===== src/rtl/acq_pkg.sv =====
//**********************************************************
// acquisition constants
// channel count, sample format and ADC period phases
//**********************************************************

package acq_pkg;

    //**********************************************************
    // ADC front end
    //**********************************************************
    localparam int adc_channels = 8;          // channels taken per sample
    localparam int sample_width = 18;         // bits per channel conversion

    typedef logic [sample_width-1:0] sample_t;

    //**********************************************************
    // sample period
    //**********************************************************
    localparam int phase_len = 40;            // adc_data_clk cycles per ADC period

    typedef logic [5:0] phase_t;              // holds 0..phase_len-1

    localparam phase_t phase_last = phase_t'(phase_len - 1);

    // phase values seen on the phase bus at the clock edge that acts
    localparam phase_t capture_phase = phase_t'(1);   // channels + endian latched
    localparam phase_t admit_phase   = phase_t'(2);   // room sampled, word 0 loaded

    // phases during which the two words sit on the write port
    localparam phase_t write0_phase = phase_t'(3);
    localparam phase_t write1_phase = phase_t'(4);   // counters advance here too

endpackage


===== src/rtl/sample_phase_counter.sv =====
//**********************************************************
// sample phase counter
// free running cycle count inside each ADC sample period
//**********************************************************

`timescale 1ns/1ps

module sample_phase_counter (
    input  logic            adc_data_clk,
    input  logic            acq_on,          // low holds phase at 0
    output acq_pkg::phase_t phase
);

    //**********************************************************
    // period counter
    //**********************************************************
    // phase is 0 in the first cycle after acq_on rises,
    // then runs 0..phase_len-1 and wraps
    always_ff @(posedge adc_data_clk or negedge acq_on) begin
        if (!acq_on) begin
            phase <= '0;
        end else if (phase == acq_pkg::phase_last) begin
            phase <= '0;                          // start of next ADC period
        end else begin
            phase <= phase + 1'b1;
        end
    end

    //**********************************************************
    // checks
    //**********************************************************
    // 6 bit counter could hold 63, the packer decodes only 0..39
    phase_in_range: assert property (
        @(posedge adc_data_clk) disable iff (!acq_on)
        phase <= acq_pkg::phase_last
    );

endmodule


===== config.mk =====
export PLATFORM = sky130hd
export DESIGN_NAME = sample_phase_counter
export DESIGN_NICKNAME = d
export VERILOG_FILES = /design/src/rtl/acq_pkg.sv /design/src/rtl/sample_phase_counter.sv
export SDC_FILE = /design/constraint.sdc
export NUM_CORES = 1
export LEC_CHECK = 0
export ABC_AREA = 0
export BUFFER_PORTS_ARGS = -buffer_cell sky130_fd_sc_hd__buf_4
export CAP_MARGIN = 20
export CORE_AREA = 2 2 39 41
export DETAILED_ROUTE_END_ITERATION = 12
export DIE_AREA = 0 0 41 43
export HOLD_SLACK_MARGIN = 0.1
export PLACE_DENSITY = 0.45
export SKIP_LAST_GASP = 1
export SYNTH_ARGS = -nofsm -noshare
export SYNTH_HDL_FRONTEND = slang
export SYNTH_SLANG_ARGS = --single-unit

===== constraint.sdc =====
create_clock -name adc_data_clk -period 1.1 [get_ports adc_data_clk]
set_input_delay 0.11 -clock adc_data_clk [delete_from_list [all_inputs] [get_ports adc_data_clk]]
set_output_delay 0.11 -clock adc_data_clk [all_outputs]
set_load 0.02 [all_outputs]

==> results.toml <==
[timing]
rsz0062_at_grt = "true"
relSlewSlack_pct = 85.5
fin_crit_sh_pct = 96.3
setup_viol = 0
hold_viol = 0
fmax_mhz = 944
worst_pin_slew_ns = 0.218
fin_ws_ns = 0.0411
min_period_ns = 1.06
finClkSkew_ns = 0.00565
drv_slew = 0

[die]
die_w_um = 41
die_area_mm2 = 0.00176
core_mm2 = 0.00138
row_count = 14
ioPinCount = 8
initial_core_util_pct = 18.6
die_h_um = 43

[placement]
dp_hpwl_um = 411
post-place-ws_ns = 0.00834
gp_congestion = 0.718
io_buffers = 7
dpl_cell_area_um2 = 352

[clock_network]
clockBufferDepth = 2
tritoncts_num_sinks = 6
htree_num_levels = 1
cts_tree = "built"
clk_pin_slew_ns = 0.05
cts_made_buffers = 3
worstSkewPairLatency_ns = 0.24
clockRootBuffer = "clkbuf_4"

[finish]
drive_above_1_share_pct = 51.4
insertedDiodeCount = 0
area_delta_synth_final_pct = 50.5
fin_util_pct = 28.0
top_regs = "phase: 6 flops"
largest_reg_flops = 6
final_nets = 39
design_area_um2 = 388
fillCellCount = 154
regMostFlops = "phase"

[critical_path]
crit_type = "reg2reg"
critPathBufInv = 0
endpoint_kind = "flop"
worstRegToRegCells = 3
cp.arrival_ns = 1.21
cp_cell_sequence = "and3_1 -> and4_1 -> a211oi_2"
cp_max_fo = 3
worst-path-stages = 3
reg2reg_slack_ns = 0.04
crit_required_ns = 1.26
endpoint = "phase[5]"
r2r-start = "phase[1]"
startpoint = "phase[1]"
rr_endpoint = "phase[5]"
startpoint_type = "flop"
cp_top_family = "simple AND/OR/NAND/NOR gates"
max_stage_delay_ns = 0.41
critPathSlowestCell = "dfrtp_2"

[global_route]
grt_start_max_net_pins = 9
grt-busiest-layer = "met1"
antenna_found_initial = 0
met3_usage_pct = 4.71
grt_pass1_wl_um = 903
use_met1_pct = 11.1
use_met2_pct = 8.75
grt_usage_pct = 8.38
grt-ovfl-total = 0
grt_pass1_vias = 195

[synthesis]
synthMuxAreaShare_pct = 4.37
synth_top_family_by_area = "compound AO/OA/AOI/OAI gates"
synthAdderAreaFrac_pct = 4.85
synth_compound_gate_area_share_pct = 13.6
yosys_register_bits = 6
syn_inst = 21
synth_top_area_cell = "dfrtp_1"
syn_nets = 24
synthSimpleGateAreaFrac_pct = 10.7
synth-xor-area-share_pct = 6.80
synth.distinct_cells = 15
synth_area_leaders = "dfrtp_1, a211oi_2, a31oi_1, ha_1, mux2_2"
avgSynthCellArea_um2 = 12.3
yosysWarnings = 0
synth_area_um2 = 258
ys_seq_area_share_pct = 58.3
synth_top_area_share_pct = 58.3

[detailed_routing]
drc = 0
antenna_left = 0
first_iter_violations = 4
vias = 221
viasPerCell = 4.33
finalWirelength_um = 545
avgRoutedWirePerCell_um = 10.7
drt_first_pass_iters = 2

[pwr]
ir_drop_mv = 0.400
pwr_density_cell_mw_per_mm2 = 1170
p_leak_nw = 0.171

[job]
max-cap-violations = 0

[hold_path]
hold_class = "in2async"

[outcome]
outcome = "finished clean"
==> report_power, final <==
group / leakage [nW] / switching, mW / internal (mW)
Sequential: 0.0709 / 0 / 0.221
Clock: 0.0150 / 0.0859 / 0.138
Combinational: 0.0854 / 0.00494 / 0.00469
Total: 0.171 / 0.0909 / 0.364
==> per-stage QoR <==
stage / TNS (ns) / total power, mW / hold slack [ns] / std cells
after detailed placement: 0 / 0.232 / -0.0763 / 46
after global placement: 0 / 0.232 / -0.0771 / 46
final: 0 / 0.454 / 0.209 / 51
after floorplan: -0.0176 / 0.225 / -0.186 / 21
after global routing: -0.00692 / 0.480 / 0.211 / 51
after CTS: 0 / 0.468 / 0.205 / 51
==> worst min-delay path by stage <==
stage	start	endpoint	slack, ns	cells after the start
3_3_place_gp	acq_on	phase[3]	-0.08	1
5_1_grt	acq_on	phase[3]	0.21	2
4_1_cts	acq_on	phase[3]	0.21	2
2_1_floorplan	acq_on	phase[0]	-0.19	0
6_report	acq_on	phase[3]	0.21	2
3_5_place_dp	acq_on	phase[3]	-0.08	1
==> cell usage in the layout (no fill, tap or decap), drive strengths merged <==
master and count:
a211oi 1, a21oi 1, a31oi 2, and3 1
and4 1, buf 9, clkbuf 4, dfrtp 6
dlygate4sd3 1, ha 1, inv 1, mux2 1
nand2 1, nand3 1, nor2 1, o21ai 1
xnor2 1, xor2 1
==> Yosys cell counts, drive strengths merged <==
| cell | number |
|---|---|
| a211oi | 1 |
| a21oi | 1 |
| a31oi | 2 |
| and3 | 1 |
| and4 | 1 |
| dfrtp | 6 |
| ha | 1 |
| inv | 1 |
| mux2 | 1 |
| nand2 | 1 |
| nand3 | 1 |
| nor2 | 1 |
| o21ai | 1 |
| xnor2 | 1 |
| xor2 | 1 |
==> cell type report <==
| type | count | area (um^2) | area share, % |
|---|---|---|---|
| Sequential cell | 6 | 154 | 39.7 |
| Multi-Input combinational cell | 14 | 106 | 27.4 |
| Timing Repair Buffer | 10 | 77.6 | 20.0 |
| Inverter | 1 | 3.75 | 0.968 |
| Tap cell | 16 | 20.0 | 5.16 |
| Clock buffer | 4 | 26.3 | 6.77 |
==> routing by layer <==
metal	routed length, um	part of all wire [%]	up-vias
li1	-	-	104
met2	239	44	6
met1	264	48	109
met4	6	1.1	0
met5	0	0	-
met3	34	6.2	2
==> cell families after synthesis <==
family	Yosys count
xor gates and xnor gates	2
and+or+nand+nor	5
muxes	1
buffers and inverters	1
DFF	6
adders and majority gates	1
AOI/OAI and AO/OA	5
==> timing repair <==
action                                  4_1_cts  5_1_grt
endpoints found under the setup margin        1        2
hold buffers                                  1        0
setup buffers                                 0        0
hold endpoints to repair                      6        0
pin swaps                                     1        0
cloned                                        0        0
resized for setup                             0        1
No activity file was read; power rests on OpenSTA's default activity.
