### config.mk
export PLATFORM = sky130hd
export DESIGN_NAME = stream_fifo
export DESIGN_NICKNAME = d
export VERILOG_FILES = /design/src/rtl/stream_pkg.sv /design/src/rtl/stream_fifo.sv
export SDC_FILE = /design/constraint.sdc
export NUM_CORES = 2
export LEC_CHECK = 0
export ABC_AREA = 0
export BUFFER_PORTS_ARGS = -buffer_cell sky130_fd_sc_hd__buf_2
export CORE_MARGIN = 3
export CORE_UTILIZATION = 55
export DETAILED_ROUTE_END_ITERATION = 7
export GPL_ROUTABILITY_DRIVEN = 0
export GPL_TIMING_DRIVEN = 0
export MAX_ROUTING_LAYER = met4
export PLACE_DENSITY = 0.82
export SYNTH_ARGS = -nofsm -noshare
export SYNTH_HDL_FRONTEND = slang
export SYNTH_MEMORY_MAX_BITS = 65536
export SYNTH_SLANG_ARGS = --single-unit
### constraint.sdc
create_clock -name adc_data_clk -period 7.65 [get_ports adc_data_clk]
set_input_delay 1.1475 -clock adc_data_clk [delete_from_list [all_inputs] [get_ports adc_data_clk]]
set_output_delay 1.1475 -clock adc_data_clk [all_outputs]
set_load 0.01 [all_outputs]
### src/rtl/stream_pkg.sv
//**********************************************************
// stream constants and types
// output word format, packet length and FIFO sizing
//**********************************************************

package stream_pkg;

    localparam int word_width       = 128;
    localparam int lanes_per_word   = 4;
    localparam int lane_width       = word_width / lanes_per_word;   // 32 bit lanes
    localparam int words_per_sample = 2;      // 8 channels over two words
    localparam int count_width      = 64;     // running sample count
    localparam int pkt_samples      = 16;     // admitted samples per packet
    localparam int pkt_cnt_width    = $clog2(pkt_samples);

    typedef logic [word_width-1:0]    word_t;
    typedef logic [count_width-1:0]   count_t;
    typedef logic [pkt_cnt_width-1:0] pkt_cnt_t;

    localparam pkt_cnt_t pkt_last = pkt_cnt_t'(pkt_samples - 1);   // tlast slot

    // FIFO sizing
    localparam int fifo_depth     = 32;       // in words
    localparam int fifo_ptr_width = $clog2(fifo_depth);
    localparam int fifo_cnt_width = $clog2(fifo_depth + 1);

    typedef logic [fifo_ptr_width-1:0] fifo_ptr_t;
    typedef logic [fifo_cnt_width-1:0] fifo_cnt_t;

    localparam fifo_cnt_t fifo_full  = fifo_cnt_t'(fifo_depth);
    localparam fifo_cnt_t room_limit = fifo_cnt_t'(fifo_depth - words_per_sample);

endpackage

### src/rtl/stream_fifo.sv
//**********************************************************
// stream FIFO
// single clock word FIFO with show ahead valid/ready output
// and a flag telling the packer a whole sample still fits
//**********************************************************

`timescale 1ns/1ps

module stream_fifo (
    input  logic              adc_data_clk,
    input  logic              acq_on,
    input  logic              wr_valid,       // no write ready, packer checks room
    input  stream_pkg::word_t wr_data,
    input  logic              wr_last,
    input  logic              m_tready,
    output logic              room,
    output logic              m_tvalid,
    output stream_pkg::word_t m_tdata,
    output logic              m_tlast
);

    stream_pkg::word_t    mem      [stream_pkg::fifo_depth];
    logic                 last_mem [stream_pkg::fifo_depth];
    stream_pkg::fifo_ptr_t wr_ptr;
    stream_pkg::fifo_ptr_t rd_ptr;
    stream_pkg::fifo_cnt_t used;               // words stored, 0..fifo_depth
    logic                 rd_en;
    logic                 full;

    assign rd_en    = m_tvalid && m_tready;    // word leaves this cycle
    assign full     = (used == stream_pkg::fifo_full);
    assign room     = (used <= stream_pkg::room_limit);   // free >= words_per_sample
    assign m_tvalid = (used != '0);            // one cycle after the first write
    assign m_tdata  = mem[rd_ptr];             // show ahead head word
    assign m_tlast  = last_mem[rd_ptr];

    //**********************************************************
    // storage
    //**********************************************************
    always_ff @(posedge adc_data_clk) begin
        if (wr_valid) begin
            mem[wr_ptr]      <= wr_data;
            last_mem[wr_ptr] <= wr_last;
        end
    end

    // pointers wrap on their own, depth is a power of two
    always_ff @(posedge adc_data_clk or negedge acq_on) begin
        if (!acq_on) begin
            wr_ptr <= '0;
            rd_ptr <= '0;
            used   <= '0;
        end else begin
            if (wr_valid) wr_ptr <= wr_ptr + 1'b1;
            if (rd_en)    rd_ptr <= rd_ptr + 1'b1;
            case ({wr_valid, rd_en})
                2'b10:   used <= used + 1'b1;
                2'b01:   used <= used - 1'b1;
                default: used <= used;             // idle or write+read together
            endcase
        end
    end

    // admission in the packer must keep writes off a full FIFO
    no_write_when_full: assert property (
        @(posedge adc_data_clk) disable iff (!acq_on)
        wr_valid |-> !full
    );

    // a stalled head word stays put until the sink takes it
    hold_until_taken: assert property (
        @(posedge adc_data_clk) disable iff (!acq_on)
        (m_tvalid && !m_tready) |=> (m_tvalid && $stable(m_tdata) && $stable(m_tlast))
    );

endmodule

==> results.toml <==
[layout]
fin_area_sq_um = 179400
final_util = 0.6351
area_delta_synth_final_pct = 14.83
fillers = 16730
drive_gt1_frac = 0.2826
nets = 7783

[synthesis]
synth.distinct_cells = 48
synth-seq-cells = 4144
synth-async-reset-ratio = 0.003861
yosysMostFrequentCell = "edfxtp_1"
synth_area_leader_cell = "edfxtp_1"
synth.top_cell.area_share = 0.7933
syn_inst = 6801
synth-edff-count = 4128
synthXorXnorAreaFrac = 0.0006726
synthMuxAreaShare = 0.1468
synth_area_sq_um = 156300
yosysSeqAreaShare = 0.7958
synth-compound-area-share = 0.03091
yosysWarningCount = 0
syn_nets = 6945
synth_top_family_by_area = "multiplexers"
synthTopCellsByCount = "4128 x edfxtp_1, 832 x mux4_2, 291 x mux2i_1"
syn_avg_cell_area_sq_um = 22.98
yosys.area_share.simple = 0.01283
synth.area.top_cells = "edfxtp_1 79%, mux4_2 12%, mux2i_1 1.9%"
ys.flop_type = "edfxtp_1"
synthAdderAreaFrac = 0.0009288

[timing]
finalHoldViolCount = 0
timing.fmax_mhz = 138.5
fin_crit_sh = 0.9438
fin_tns_setup_ns = 0
setup_viol = 0
finalWorstPathRequiredPeriod_ns = 7.220
tightestPinTransition_ns = 1.517
drv_slew = 13
rsz0062_at_grt = "false"
finalClockSkew_ns = 0.03379
relSlewSlack = -0.01762

[floorplan]
die_x_um = 539.0
coreArea_sq_um = 282500
ios = 264
rows = 195
initial_core_util = 0.5531
die_y_um = 539.0
design.die.area_sq_um = 290600

[drt]
routed_wl_um = 458100
first_pass_iters = 7
antenna_left = 0
avgViaCountPerCell = 7.061
post_drt_wl_per_cell_um = 38.88
vias = 83180
drc = 0
drt_iter0_drc = 14370

[cts]
postCtsHoldBufs = 0
clk_path_buf_depth = 4
clock_latency_ns = 0.94
cts.repair.resized = 0
cts_buffers = 388
cts_setup_buffers = 0
cts_tree = "done"
ctsHtreeMaxLevel = 5
cts.sinks = 4144
clockRootBuffer = "clkbuf_16"
clkTransAtPathRegs_ns = 0.07

[setup_path]
path_max_fanout = 13
endpoint_kind = "primary output"
crit_chain = "buf_2, clkbuf_1, nand2_2, buf_2, clkbuf_1, nor2_1, nor4_2, buf_2"
worst_ep_required_time_ns = 6.50
critPathKind = "flop to primary output"
crit_top_cell = "buf_2"
crit_arrival_ns = 6.07
slowest_stage = "nand2_2"
crit_path_start_kind = "flop"
critPathMaxStageDelay_ns = 1.11

[placed_design]
dpl.hpwl_um = 261000
dpl-instance-area_sq_um = 166500
port_buffers = 262

[min_path]
hp-class = "input pin to asynchronous set/reset pin"

[outcome]
violations = "max-capacitance violations, max-slew violations"
status = "complete, but fails checks"

[global_routing]
antenna_found_initial = 59
grt_pass1_wl_um = 641400
grt_pass1_vias = 84770
grt_usage = 0.3213
grt_max_degree = 33
overflow = 0

[run]
drv_cap = 2

[power_and_ir_drop]
total_leakage_power_nw = 56.98
ir_drop_mv = 0.2768
pwr_density_cell_nw_per_um2 = 374.6
## final timing paths
kind	to	startpoint	slack [ns]	cells after the start
worst min register to register	used[5]$_DFFE_PN0P_	used[5]$_DFFE_PN0P_	0.55	1
min in group adc_data_clk	used[5]$_DFFE_PN0P_	used[5]$_DFFE_PN0P_	0.55	1
max in group asynchronous	wr_ptr[1]$_DFFE_PN0P_	acq_on	7.11	1
worst min-delay path	used[2]$_DFFE_PN0P_	acq_on	0.20	1
worst max-delay path	m_tdata[117]	rd_ptr[4]$_DFFE_PN0N_	0.43	8
worst max register to register	mem[22][109]$_DFFE_PP_	wr_ptr[0]$_DFFE_PN0P_	4.14	7
## where the power goes
part	switching [mW]	internal [mW]	leakage, nW
combinational	13.0	7.65	13.4
sequential	0.419	26.3	37.4
clock	8.70	11.1	6.19
total	22.1	45.1	57.0
## metal layers
layer / GRT usage / vias up / routed length (um)
met1: 0.3654 / 42220 / 139300
li1: - / 30920 / -
met4: 0.2137 / 0 / 36990
met3: 0.07788 / 1946 / 55640
met5: - / - / 0
met2: 0.5099 / 8098 / 226100
## layout make-up
type,count,area [sq um],area share
diodes,87,217.7,0.001213
well taps,3743,4683,0.02610
repair buffers,448,5280,0.02943
clock buffers,454,10090,0.05626
multi-input cells,2274,30270,0.1687
plain buffers,379,1883,0.01049
clock inverters,248,2631,0.01466
inverters,4,15.01,0.00008367
flip-flops and latches,4144,124400,0.6930
## flip-flops by register name, indices dropped and copies added, names as in the netlist
| register | flops |
|---|---|
| wr_ptr | 5 |
| last_mem | 32 |
| used | 6 |
| rd_ptr | 5 |
| mem | 4096 |
## cells in the final DEF, fill, tap and decap left out, types with 113 or more instances in the layout
cell type	n
mux2_2	114
mux2i_1	291
nor2_1	147
mux4_2	832
buf_12	149
a22oi_1	200
o22ai_1	113
buf_2	420
clkbuf_1	212
clkbuf_16	394
edfxtp_1	4128
## kinds of logic after synthesis
family	Yosys count
buffers and inverters	383
muxes	1237
DFF	4144
and+or+nand+nor	373
adders and majority gates	11
xor gates and xnor gates	12
AOI/OAI and AO/OA	641
## metrics by stage
stage               power [mW]  hold WS [ns]  cells  setup WS (ns)
floorplan                38.84        0.4649   6801       -0.06471
global placement         46.03        0.4805  10810         -6.544
detailed placement       46.60        0.5497  10990          1.862
CTS                      66.85        0.1711  11690         0.7847
global route             68.51        0.2056  11770         0.6856
finish                   67.22        0.1963  11780         0.4300
## critical path, delay by kind of cell (launching register included)
family | cells | cell delay, ns
flip-flops | 1 | 0.37
AND/OR/NAND/NOR | 3 | 2.26
buffers and inverters | 5 | 2.48
No activity file was read; power rests on OpenSTA's default activity.
