<file path="src/rtl/acq_pkg.sv">
//**********************************************************
// acquisition constants
// channel count, sample format and ADC period phases
//**********************************************************

package acq_pkg;

    //**********************************************************
    // ADC front end
    //**********************************************************
    localparam int adc_channels = 8;          // channels taken per sample
    localparam int sample_width = 18;         // bits per channel conversion

    typedef logic [sample_width-1:0] sample_t;

    //**********************************************************
    // sample period
    //**********************************************************
    localparam int phase_len = 40;            // adc_data_clk cycles per ADC period

    typedef logic [5:0] phase_t;              // holds 0..phase_len-1

    localparam phase_t phase_last = phase_t'(phase_len - 1);

    // phase values seen on the phase bus at the clock edge that acts
    localparam phase_t capture_phase = phase_t'(1);   // channels + endian latched
    localparam phase_t admit_phase   = phase_t'(2);   // room sampled, word 0 loaded

    // phases during which the two words sit on the write port
    localparam phase_t write0_phase = phase_t'(3);
    localparam phase_t write1_phase = phase_t'(4);   // counters advance here too

endpackage

</file>
<file path="src/rtl/stream_pkg.sv">
//**********************************************************
// stream constants and types
// output word format, packet length and FIFO sizing
//**********************************************************

package stream_pkg;

    localparam int word_width       = 128;
    localparam int lanes_per_word   = 4;
    localparam int lane_width       = word_width / lanes_per_word;   // 32 bit lanes
    localparam int words_per_sample = 2;      // 8 channels over two words
    localparam int count_width      = 64;     // running sample count
    localparam int pkt_samples      = 16;     // admitted samples per packet
    localparam int pkt_cnt_width    = $clog2(pkt_samples);

    typedef logic [word_width-1:0]    word_t;
    typedef logic [count_width-1:0]   count_t;
    typedef logic [pkt_cnt_width-1:0] pkt_cnt_t;

    localparam pkt_cnt_t pkt_last = pkt_cnt_t'(pkt_samples - 1);   // tlast slot

    // FIFO sizing
    localparam int fifo_depth     = 32;       // in words
    localparam int fifo_ptr_width = $clog2(fifo_depth);
    localparam int fifo_cnt_width = $clog2(fifo_depth + 1);

    typedef logic [fifo_ptr_width-1:0] fifo_ptr_t;
    typedef logic [fifo_cnt_width-1:0] fifo_cnt_t;

    localparam fifo_cnt_t fifo_full  = fifo_cnt_t'(fifo_depth);
    localparam fifo_cnt_t room_limit = fifo_cnt_t'(fifo_depth - words_per_sample);

endpackage

</file>
<file path="src/rtl/sample_packer.sv">
//**********************************************************
// sample packer
// captures the eight channels, builds two tagged 128 bit
// words with the sample count, optional byte swap, admits
// whole samples only when the FIFO has room for both words
//**********************************************************

`timescale 1ns/1ps

module sample_packer (
    input  logic                                         adc_data_clk,
    input  logic                                         acq_on,
    input  acq_pkg::phase_t                              phase,
    input  acq_pkg::sample_t [acq_pkg::adc_channels-1:0] adc_data,
    input  logic                                         big_endian,  // host byte order
    input  logic                                         room,        // FIFO can take 2 words
    output logic                                         wr_valid,
    output stream_pkg::word_t                            wr_data,
    output logic                                         wr_last
);

    acq_pkg::sample_t [acq_pkg::adc_channels-1:0] chan_q;   // channels of this period
    logic                 endian_q;                      // byte order of this period
    stream_pkg::count_t   sample_cnt;                    // every period, dropped or not
    stream_pkg::pkt_cnt_t pkt_cnt;                       // admitted samples in packet
    logic                 admit;                         // this sample goes to the FIFO

    stream_pkg::word_t word_raw [stream_pkg::words_per_sample];
    stream_pkg::word_t word_out [stream_pkg::words_per_sample];

    // full 16 byte reversal for a big endian host
    function automatic stream_pkg::word_t byte_swap(input stream_pkg::word_t d);
        stream_pkg::word_t s;
        for (int b = 0; b < stream_pkg::word_width / 8; b++) begin
            s[8*b +: 8] = d[stream_pkg::word_width - 8 - 8*b +: 8];
        end
        return s;
    endfunction

    //**********************************************************
    // word builder
    //**********************************************************
    // lane j of word w = {channel, 2'b00, channel index, count byte}
    // both indices are 4w+j, lane 0 is the low lane
    always_comb begin
        for (int w = 0; w < stream_pkg::words_per_sample; w++) begin
            for (int j = 0; j < stream_pkg::lanes_per_word; j++) begin
                word_raw[w][j*stream_pkg::lane_width +: stream_pkg::lane_width] = {
                    chan_q[w*stream_pkg::lanes_per_word + j],
                    2'b00,                                        // spare bits
                    4'(w*stream_pkg::lanes_per_word + j),         // channel tag
                    sample_cnt[8*(w*stream_pkg::lanes_per_word + j) +: 8]
                };
            end
            word_out[w] = endian_q ? byte_swap(word_raw[w]) : word_raw[w];
        end
    end

    //**********************************************************
    // capture and write data path
    //**********************************************************
    always_ff @(posedge adc_data_clk) begin
        if (phase == acq_pkg::capture_phase) begin
            chan_q   <= adc_data;         // all channels in one shot
            endian_q <= big_endian;       // held for the whole sample
        end
        if (phase == acq_pkg::admit_phase) begin
            wr_data <= word_out[0];       // on the port during write0_phase
        end else if (phase == acq_pkg::write0_phase) begin
            wr_data <= word_out[1];       // on the port during write1_phase
        end
    end

    //**********************************************************
    // admission, write strobes and counters
    //**********************************************************
    always_ff @(posedge adc_data_clk or negedge acq_on) begin
        if (!acq_on) begin
            sample_cnt <= '0;
            pkt_cnt    <= '0;
            admit      <= 1'b0;
            wr_valid   <= 1'b0;
            wr_last    <= 1'b0;
        end else begin
            wr_valid <= 1'b0;             // one cycle strobes by default
            wr_last  <= 1'b0;
            case (phase)
                acq_pkg::admit_phase: begin
                    admit    <= room;     // whole sample or nothing
                    wr_valid <= room;     // word 0
                end
                acq_pkg::write0_phase: begin
                    wr_valid <= admit;    // word 1
                    wr_last  <= admit && (pkt_cnt == stream_pkg::pkt_last);
                end
                acq_pkg::write1_phase: begin
                    sample_cnt <= sample_cnt + 1'b1;   // drops leave gaps in the count
                    if (admit) begin
                        pkt_cnt <= pkt_cnt + 1'b1;     // wraps at pkt_samples
                    end
                end
                default: begin
                end
            endcase
        end
    end

    //**********************************************************
    // checks
    //**********************************************************
    // writes only appear in the two slots after admission
    wr_in_write_slots: assert property (
        @(posedge adc_data_clk) disable iff (!acq_on)
        wr_valid |-> (phase == acq_pkg::write0_phase || phase == acq_pkg::write1_phase)
    );

    // last is a tag on word 1, never a write on its own
    last_with_valid: assert property (
        @(posedge adc_data_clk) disable iff (!acq_on)
        wr_last |-> wr_valid
    );

endmodule

</file>
<file path="config.mk">
export PLATFORM = sky130hd
export DESIGN_NAME = sample_packer
export DESIGN_NICKNAME = d
export VERILOG_FILES = /design/src/rtl/acq_pkg.sv /design/src/rtl/stream_pkg.sv /design/src/rtl/sample_packer.sv
export SDC_FILE = /design/constraint.sdc
export NUM_CORES = 1
export LEC_CHECK = 0
export BUFFER_PORTS_ARGS = -buffer_cell sky130_fd_sc_hd__clkbuf_2
export CORE_UTILIZATION = 55
export CTS_CLUSTER_DIAMETER = 200
export CTS_CLUSTER_SIZE = 25
export DETAILED_ROUTE_END_ITERATION = 7
export PLACE_DENSITY = 0.9
export REMOVE_ABC_BUFFERS = 1
export SLEW_MARGIN = 20
export SYNTH_ARGS = -nofsm -noshare
export SYNTH_HDL_FRONTEND = slang
export SYNTH_SLANG_ARGS = --single-unit
</file>
<file path="constraint.sdc">
create_clock -name adc_data_clk -period 2.7 [get_ports adc_data_clk]
set_clock_uncertainty 0.05 [all_clocks]
set_input_delay 0.135 -clock adc_data_clk [delete_from_list [all_inputs] [get_ports adc_data_clk]]
set_output_delay 0.135 -clock adc_data_clk [all_outputs]
set_load 0.01 [all_outputs]
</file>
==> results of run 1 <==
-- worst paths after layout --
path,from,to,depth (start not counted)
setup / recovery,sample_cnt[2],sample_cnt[55],5
hold / removal,phase[1],wr_valid,3
setup reg to reg,sample_cnt[2],sample_cnt[55],5
hold reg to reg,sample_cnt[63],sample_cnt[63],1
max in group asynchronous,acq_on,sample_cnt[5],3
min in group asynchronous,acq_on,pkt_cnt[3],3
-- power breakdown --
part	internal [mW]	switching [mW]	leakage, nW
Clock	1.20	1.56	0.227
Sequential	5.75	0.0404	3.54
Combinational	0.276	0.182	3.34
Total	7.23	1.78	7.11
-- final cells by class --
| class | instances | area, um2 | share of cell area, % |
|---|---|---|---|
| clock inverter | 1 | 8.758 | 0.04943 |
| tap | 324 | 405.4 | 2.288 |
| timing repair buffer | 455 | 3193 | 18.02 |
| multi-input combinational | 477 | 3627 | 20.47 |
| inverter | 9 | 36.28 | 0.2048 |
| antenna | 3 | 7.507 | 0.04237 |
| sequential | 344 | 9975 | 56.29 |
| clock buffer | 28 | 466.7 | 2.634 |
-- critical path: cells and delay by family (launching register included) --
kind                      cells  cell delay [ps]
and+or+nand+nor               4             1750
DFF                           1              500
xor gates and xnor gates      1              190
-- metal layers --
metal,part of all wire [%],vias up,track usage (%)
met5,0,-,0
met4,3.2,0,8.225
met3,5.6,74,3.506
met2,52,382,43.38
met1,39,4331,30.68
li1,-,4094,-
-- cell families (layout without fill, tap and decap cells) --
group,Yosys count,count (layout),share of synthesized area (%)
xor+xnor,66,66,4.202
mux,183,183,13.33
simple gates,217,217,8.230
buf+inv,40,493,1.228
fa+ha+maj,2,2,0.1819
compound gates,9,9,0.3274
other cells,0,3,0
flops,344,344,72.50
-- placed cells by master, fill, tap and decap left out, types with 7 or more instances in the layout --
cell type and count:
xnor2_1 32, buf_12 9, clkbuf_16 17, mux2i_1 181
nor2_1 46, nor4_1 17, nand4_1 19, nor2b_1 17
buf_4 14, and4_1 7, clkbuf_1 11, edfxtp_1 273
nand2_1 46, nand3_1 29, xor2_1 34, dlygate4sd3_1 149
dfrtp_1 71, inv_1 8, nor3_1 9, clkbuf_2 282
-- flip-flops by register name, summed over array words and instances, names as in the netlist --
name and cells:
wr_data 128, sample_cnt 64, chan_q 144, wr_last 1, admit 1, wr_valid 1
pkt_cnt 4, endian_q 1
-- timing repair --
item                      CTS  global route
hold buffers              149             0
hold endpoints to repair  219             0
resized for setup           0             0
-- through the flow --
stage	setup WS, ps	util (%)	hold WS, ps	TNS, ps	cell area, um2
4_1_cts	163.4	72.41	30.33	0	17710
2_1_floorplan	-9453	-	-210.6	-2138570	13620
3_5_place_dp	170.2	64.37	-1.302	0	15750
5_1_grt	20.26	72.44	77.06	0	17720
3_3_place_gp	300.3	64.37	-1.623	0	15750
6_report	141.4	72.44	67.30	0	17720
==> impl_metrics.tcl, run 1 <==
set metrics [dict create \
    worst_pin_slew_ps 666.8 \
    clk_pin_slew_ps 100 \
    cp.arrival_ps 2940 \
    yosys-top-cells-count "edfxtp_1, mux2i_1, dfrtp_1" \
    p_per_area_mw_per_mm2 508.4 \
    num_rows 57 \
    worst_setup_path_end_kind "register" \
    synth_edf_count 273 \
    start_util_pct 56.24 \
    netlist_area_mm2 0.01376 \
    ys_seq_elements 344 \
    num_vias 8881 \
    route.detailed.drc 0 \
    power.leakage_nw 7.112 \
    core_mm2 0.02446 \
    cts_max_path_buffers 3 \
    synth.most_common_cell "edfxtp_1" \
    routed_wl_um 31180 \
    gp_congestion 0.8645 \
    num-fill-cells 1493 \
    antenna_found_initial 3 \
    io_buffers 283 \
    die_y_um 160.2 \
    cts_buffers 17 \
    min_period_ps 2559 \
    synthesis.instances 861 \
    nets 1460 \
    dp.cells 1460 \
    cap_violations 0 \
    finalMaxSlewViolations 0 \
    critPathLaunchType "register" \
    io-pin-count 284 \
    cts_setup_buffers 0 \
    fp.dieW_um 160.2 \
    path_class "register to register" \
    synth_top_cell_by_area "edfxtp_1" \
    hpwl_um 19780 \
    regToRegSetupSlack_ps 140 \
    synth_area_leaders "edfxtp_1, mux2i_1, dfrtp_1" \
    ant_nets 0 \
    setup_violations 0 \
    layout.cells.non_filler 1641 \
    clkLatencyLatePin_ps 510 \
    yosys.area.top_type_share_pct 59.59 \
    firstDrtPassIters 6 \
    root_buffer "clkbuf_16" \
    grt_pass1_vias 9294 \
    outcome "finished clean" \
    peakVddDrop_v 0.0005000 \
    cts_sinks 344 \
    max_freq_mhz 390.8 \
    path_cells "nand4_1 -> or4_1 -> or4_4 -> nor4_1 -> xor2_1" \
    wire_per_inst_um 19.00 \
    die-area_mm2 0.02565 \
    hold_path.class "primary input to register" \
    avgSynthCellArea_um2 15.98 \
    grt_pass1_wl_um 48690 \
    synth_ff_type "edfxtp_1" \
    grt_use_total_pct 24.41 \
    rsz0062_at_grt "false" \
    cp_slowest_cell "or4_1" \
    yosysSeqAreaShare_pct 72.50 \
    critPathMaxFanout 15 \
    power_mw 9.009 \
    slew_headroom_pct 55.08 \
    area_delta_synth_final_pct 28.79 \
    drive_above_1_share_pct 25.49 \
    synth_cell_types 33 \
    cts_tree "done" \
    drtIter0Drc 649 \
    synthArstFlopShare_pct 20.64 \
    synth_warnings 0 \
    htree_levels 1 \
    grt_max_degree 88 \
    slowest_delay_ps 610 \
    cp.required_ps 3080 \
    vias_per_cell 5.412 \
    finalHoldViolCount 0 \
    overflow 0 \
    layout_worst_path_cycle_share_pct 94.76 \
]
No activity file was read; power rests on OpenSTA's default activity.
==> run 2, diff against run 1 <==
--- a/config.mk
+++ b/config.mk
@@ -6,6 +6,7 @@
 export NUM_CORES = 1
 export LEC_CHECK = 0
 export BUFFER_PORTS_ARGS = -buffer_cell sky130_fd_sc_hd__clkbuf_2
+export CORE_ASPECT_RATIO = 0.9
 export CORE_UTILIZATION = 55
 export CTS_CLUSTER_DIAMETER = 200
 export CTS_CLUSTER_SIZE = 25
==> constraint.sdc (replaced) <==
create_clock -name adc_data_clk -period 2.4 [get_ports adc_data_clk]
set_clock_uncertainty 0.05 [all_clocks]
set_input_delay 0.12 -clock adc_data_clk [delete_from_list [all_inputs] [get_ports adc_data_clk]]
set_output_delay 0.12 -clock adc_data_clk [all_outputs]
set_load 0.01 [all_outputs]
==> run 2 against run 1 <==
Sequential power rose by 12%. Flip-flop and latch count unchanged. Non-clock buffer count up 27. Core utilization grew 1.2 points. Largest power group unchanged. Total power increased by 13%. Highest routed layer unchanged. Routed wire length up 6.6%. Critical path depth increased by 1. Critical path type unchanged.
==> impl_metrics.tcl, run 2 (same netlist as run 1, synthesis figures left out) <==
set metrics [dict create \
    root_buffer "clkbuf_16" \
    num_vias 9142 \
    regToRegSetupSlack_ps 50 \
    timing.rr.start "sample_cnt[11]" \
    power.leakage_nw 7.254 \
    nets 1487 \
    power_mw 10.15 \
    layout_worst_path_cycle_share_pct 98.12 \
    hpwl_um 20650 \
    peakVddDrop_v 0.0005371 \
    start_util_pct 56.41 \
    route.detailed.drc 0 \
    cts_buffers 17 \
    antenna_found_initial 1 \
    grt_pass1_wl_um 50820 \
    critPathLaunch "sample_cnt[11]" \
    top_register "chan_q" \
    cts_max_path_buffers 3 \
    worst_setup_path_end_kind "register" \
    dpl_cell_area_mm2 0.01595 \
    endpoint "sample_cnt[41]" \
    io-pin-count 284 \
    fp.dieW_um 168.7 \
    wire_per_inst_um 19.81 \
    slew_headroom_pct 60.73 \
    drtIter0Drc 732 \
    rsz0062_at_grt "true" \
    routed_wl_um 33230 \
    cp.arrival_ps 2740 \
    clk_pin_slew_ps 100 \
    top_regs "chan_q (144), wr_data (128), sample_cnt (64)" \
    die-area_mm2 0.02565 \
    io_buffers 283 \
    num-fill-cells 1425 \
    worst_pin_slew_ps 584.5 \
    gp_congestion 0.8763 \
    outcome "finished clean" \
    cap_violations 0 \
    drive_above_1_share_pct 27.61 \
    hold_path.class "primary input to register" \
    area_delta_synth_final_pct 30.49 \
    hold_start "phase[0]" \
    max_freq_mhz 424.7 \
    die_y_um 152.0 \
    critPathLaunchType "register" \
    cp.required_ps 2780 \
    overflow 0 \
    reg2reg_to "sample_cnt[41]" \
    largest_reg_flops 144 \
    grt_pass1_vias 9438 \
    critPathMaxFanout 8 \
    htree_levels 1 \
    cts_sinks 344 \
    grt_use_total_pct 25.77 \
    core_mm2 0.02439 \
    reg2reg_depth 6 \
    postLayoutCellArea_mm2 0.01795 \
    ant_nets 0 \
    vias_per_cell 5.451 \
    min_period_ps 2355 \
    firstDrtPassIters 5 \
    finalMaxSlewViolations 0 \
    finalHoldViolCount 0 \
    clkLatencyLatePin_ps 510 \
    final_cell_mix "clkbuf_2, edfxtp_1, mux2i_1" \
    path_class "register to register" \
    final_common_cell "clkbuf_2" \
    cts_tree "done" \
    setup_violations 0 \
    p_per_area_mw_per_mm2 565.4 \
    num_rows 54 \
    grt_max_degree 72 \
]
[run 2: cell types whose count changed in the layout (fill, tap and decap cells not counted)]
cell | previous run | this run
buf_4 | 14 | 42
dfrtp_1 | 71 | 69
dfrtp_2 | 0 | 2
diode_2 | 3 | 1
dlygate4sd3_1 | 149 | 147
or4_1 | 3 | 1
or4_4 | 1 | 3
buf_12 | 9 | 10
clkbuf_1 | 11 | 10
nand3_1 | 29 | 28
nand3_2 | 0 | 1
nor2_1 | 46 | 45
nor2_2 | 0 | 1
[run 2: report_power, final]
group          total [mW]  switching (mW)  internal, mW  leakage, nW
Clock                3.12            1.77          1.35        0.225
Sequential           6.51          0.0423          6.47         3.54
Combinational       0.520           0.206         0.313         3.49
Total                10.2            2.02          8.13         7.25
[run 2: repair_timing]
item | CTS | global route
hold buffers | 147 | 0
endpoints found under the hold margin | 218 | 0
resized for setup | 0 | 6
setup buffers | 1 | 5
pin swaps | 0 | 3
endpoints found under the setup margin | 2 | 11
[run 2: cell type report]
cell class	count	area, um2	area share [%]
repair buffers	482	3403	18.96
diodes	1	2.502	0.01394
clock buffers	27	462.9	2.579
clock inverters	1	8.758	0.04878
well taps	336	420.4	2.342
inverters	9	36.28	0.2021
flip-flops and latches	344	9977	55.57
multi-input cells	477	3642	20.29
[run 2: how the worst min path moves through the flow]
stage | cells after the start | slack, ps | to
final | 4 | 50 | wr_last
after detailed placement | 2 | 120 | wr_last
after floorplan | 0 | -230 | admit
after global placement | 2 | 110 | wr_last
after global routing | 4 | 30 | wr_last
after CTS | 4 | 10 | wr_last
[run 2: worst max-delay path, cell delays in order, from the launching register on]
cell,delay (ps)
dfrtp_1,410
nand4_1,150
or4_4,550
or4_4,570
buf_4,220
nor2_1,170
xor2_1,170
[run 2: metrics by stage]
stage | setup slack (ps) | util (%) | instances | hold slack [ps] | TNS [ps]
after floorplan | -9738 | - | 830 | -225.6 | -2253140
after global placement | 122.0 | 65.37 | 1495 | 112.0 | 0
after detailed placement | -2.300 | 65.37 | 1495 | 119.5 | -2.300
after CTS | 20.63 | 73.37 | 1671 | 11.77 | 0
after global routing | -28.13 | 73.61 | 1677 | 28.18 | -120.4
final | 45.22 | 73.61 | 1677 | 45.26 | 0
[run 2: layer usage]
metal  track usage [%]  up-vias  wire [um]
li1                  -     4147          -
met1             31.80     4480      12740
met2             45.81      435      17060
met3             4.897       80       2375
met4             7.965        0       1048
met5                 0        -          0
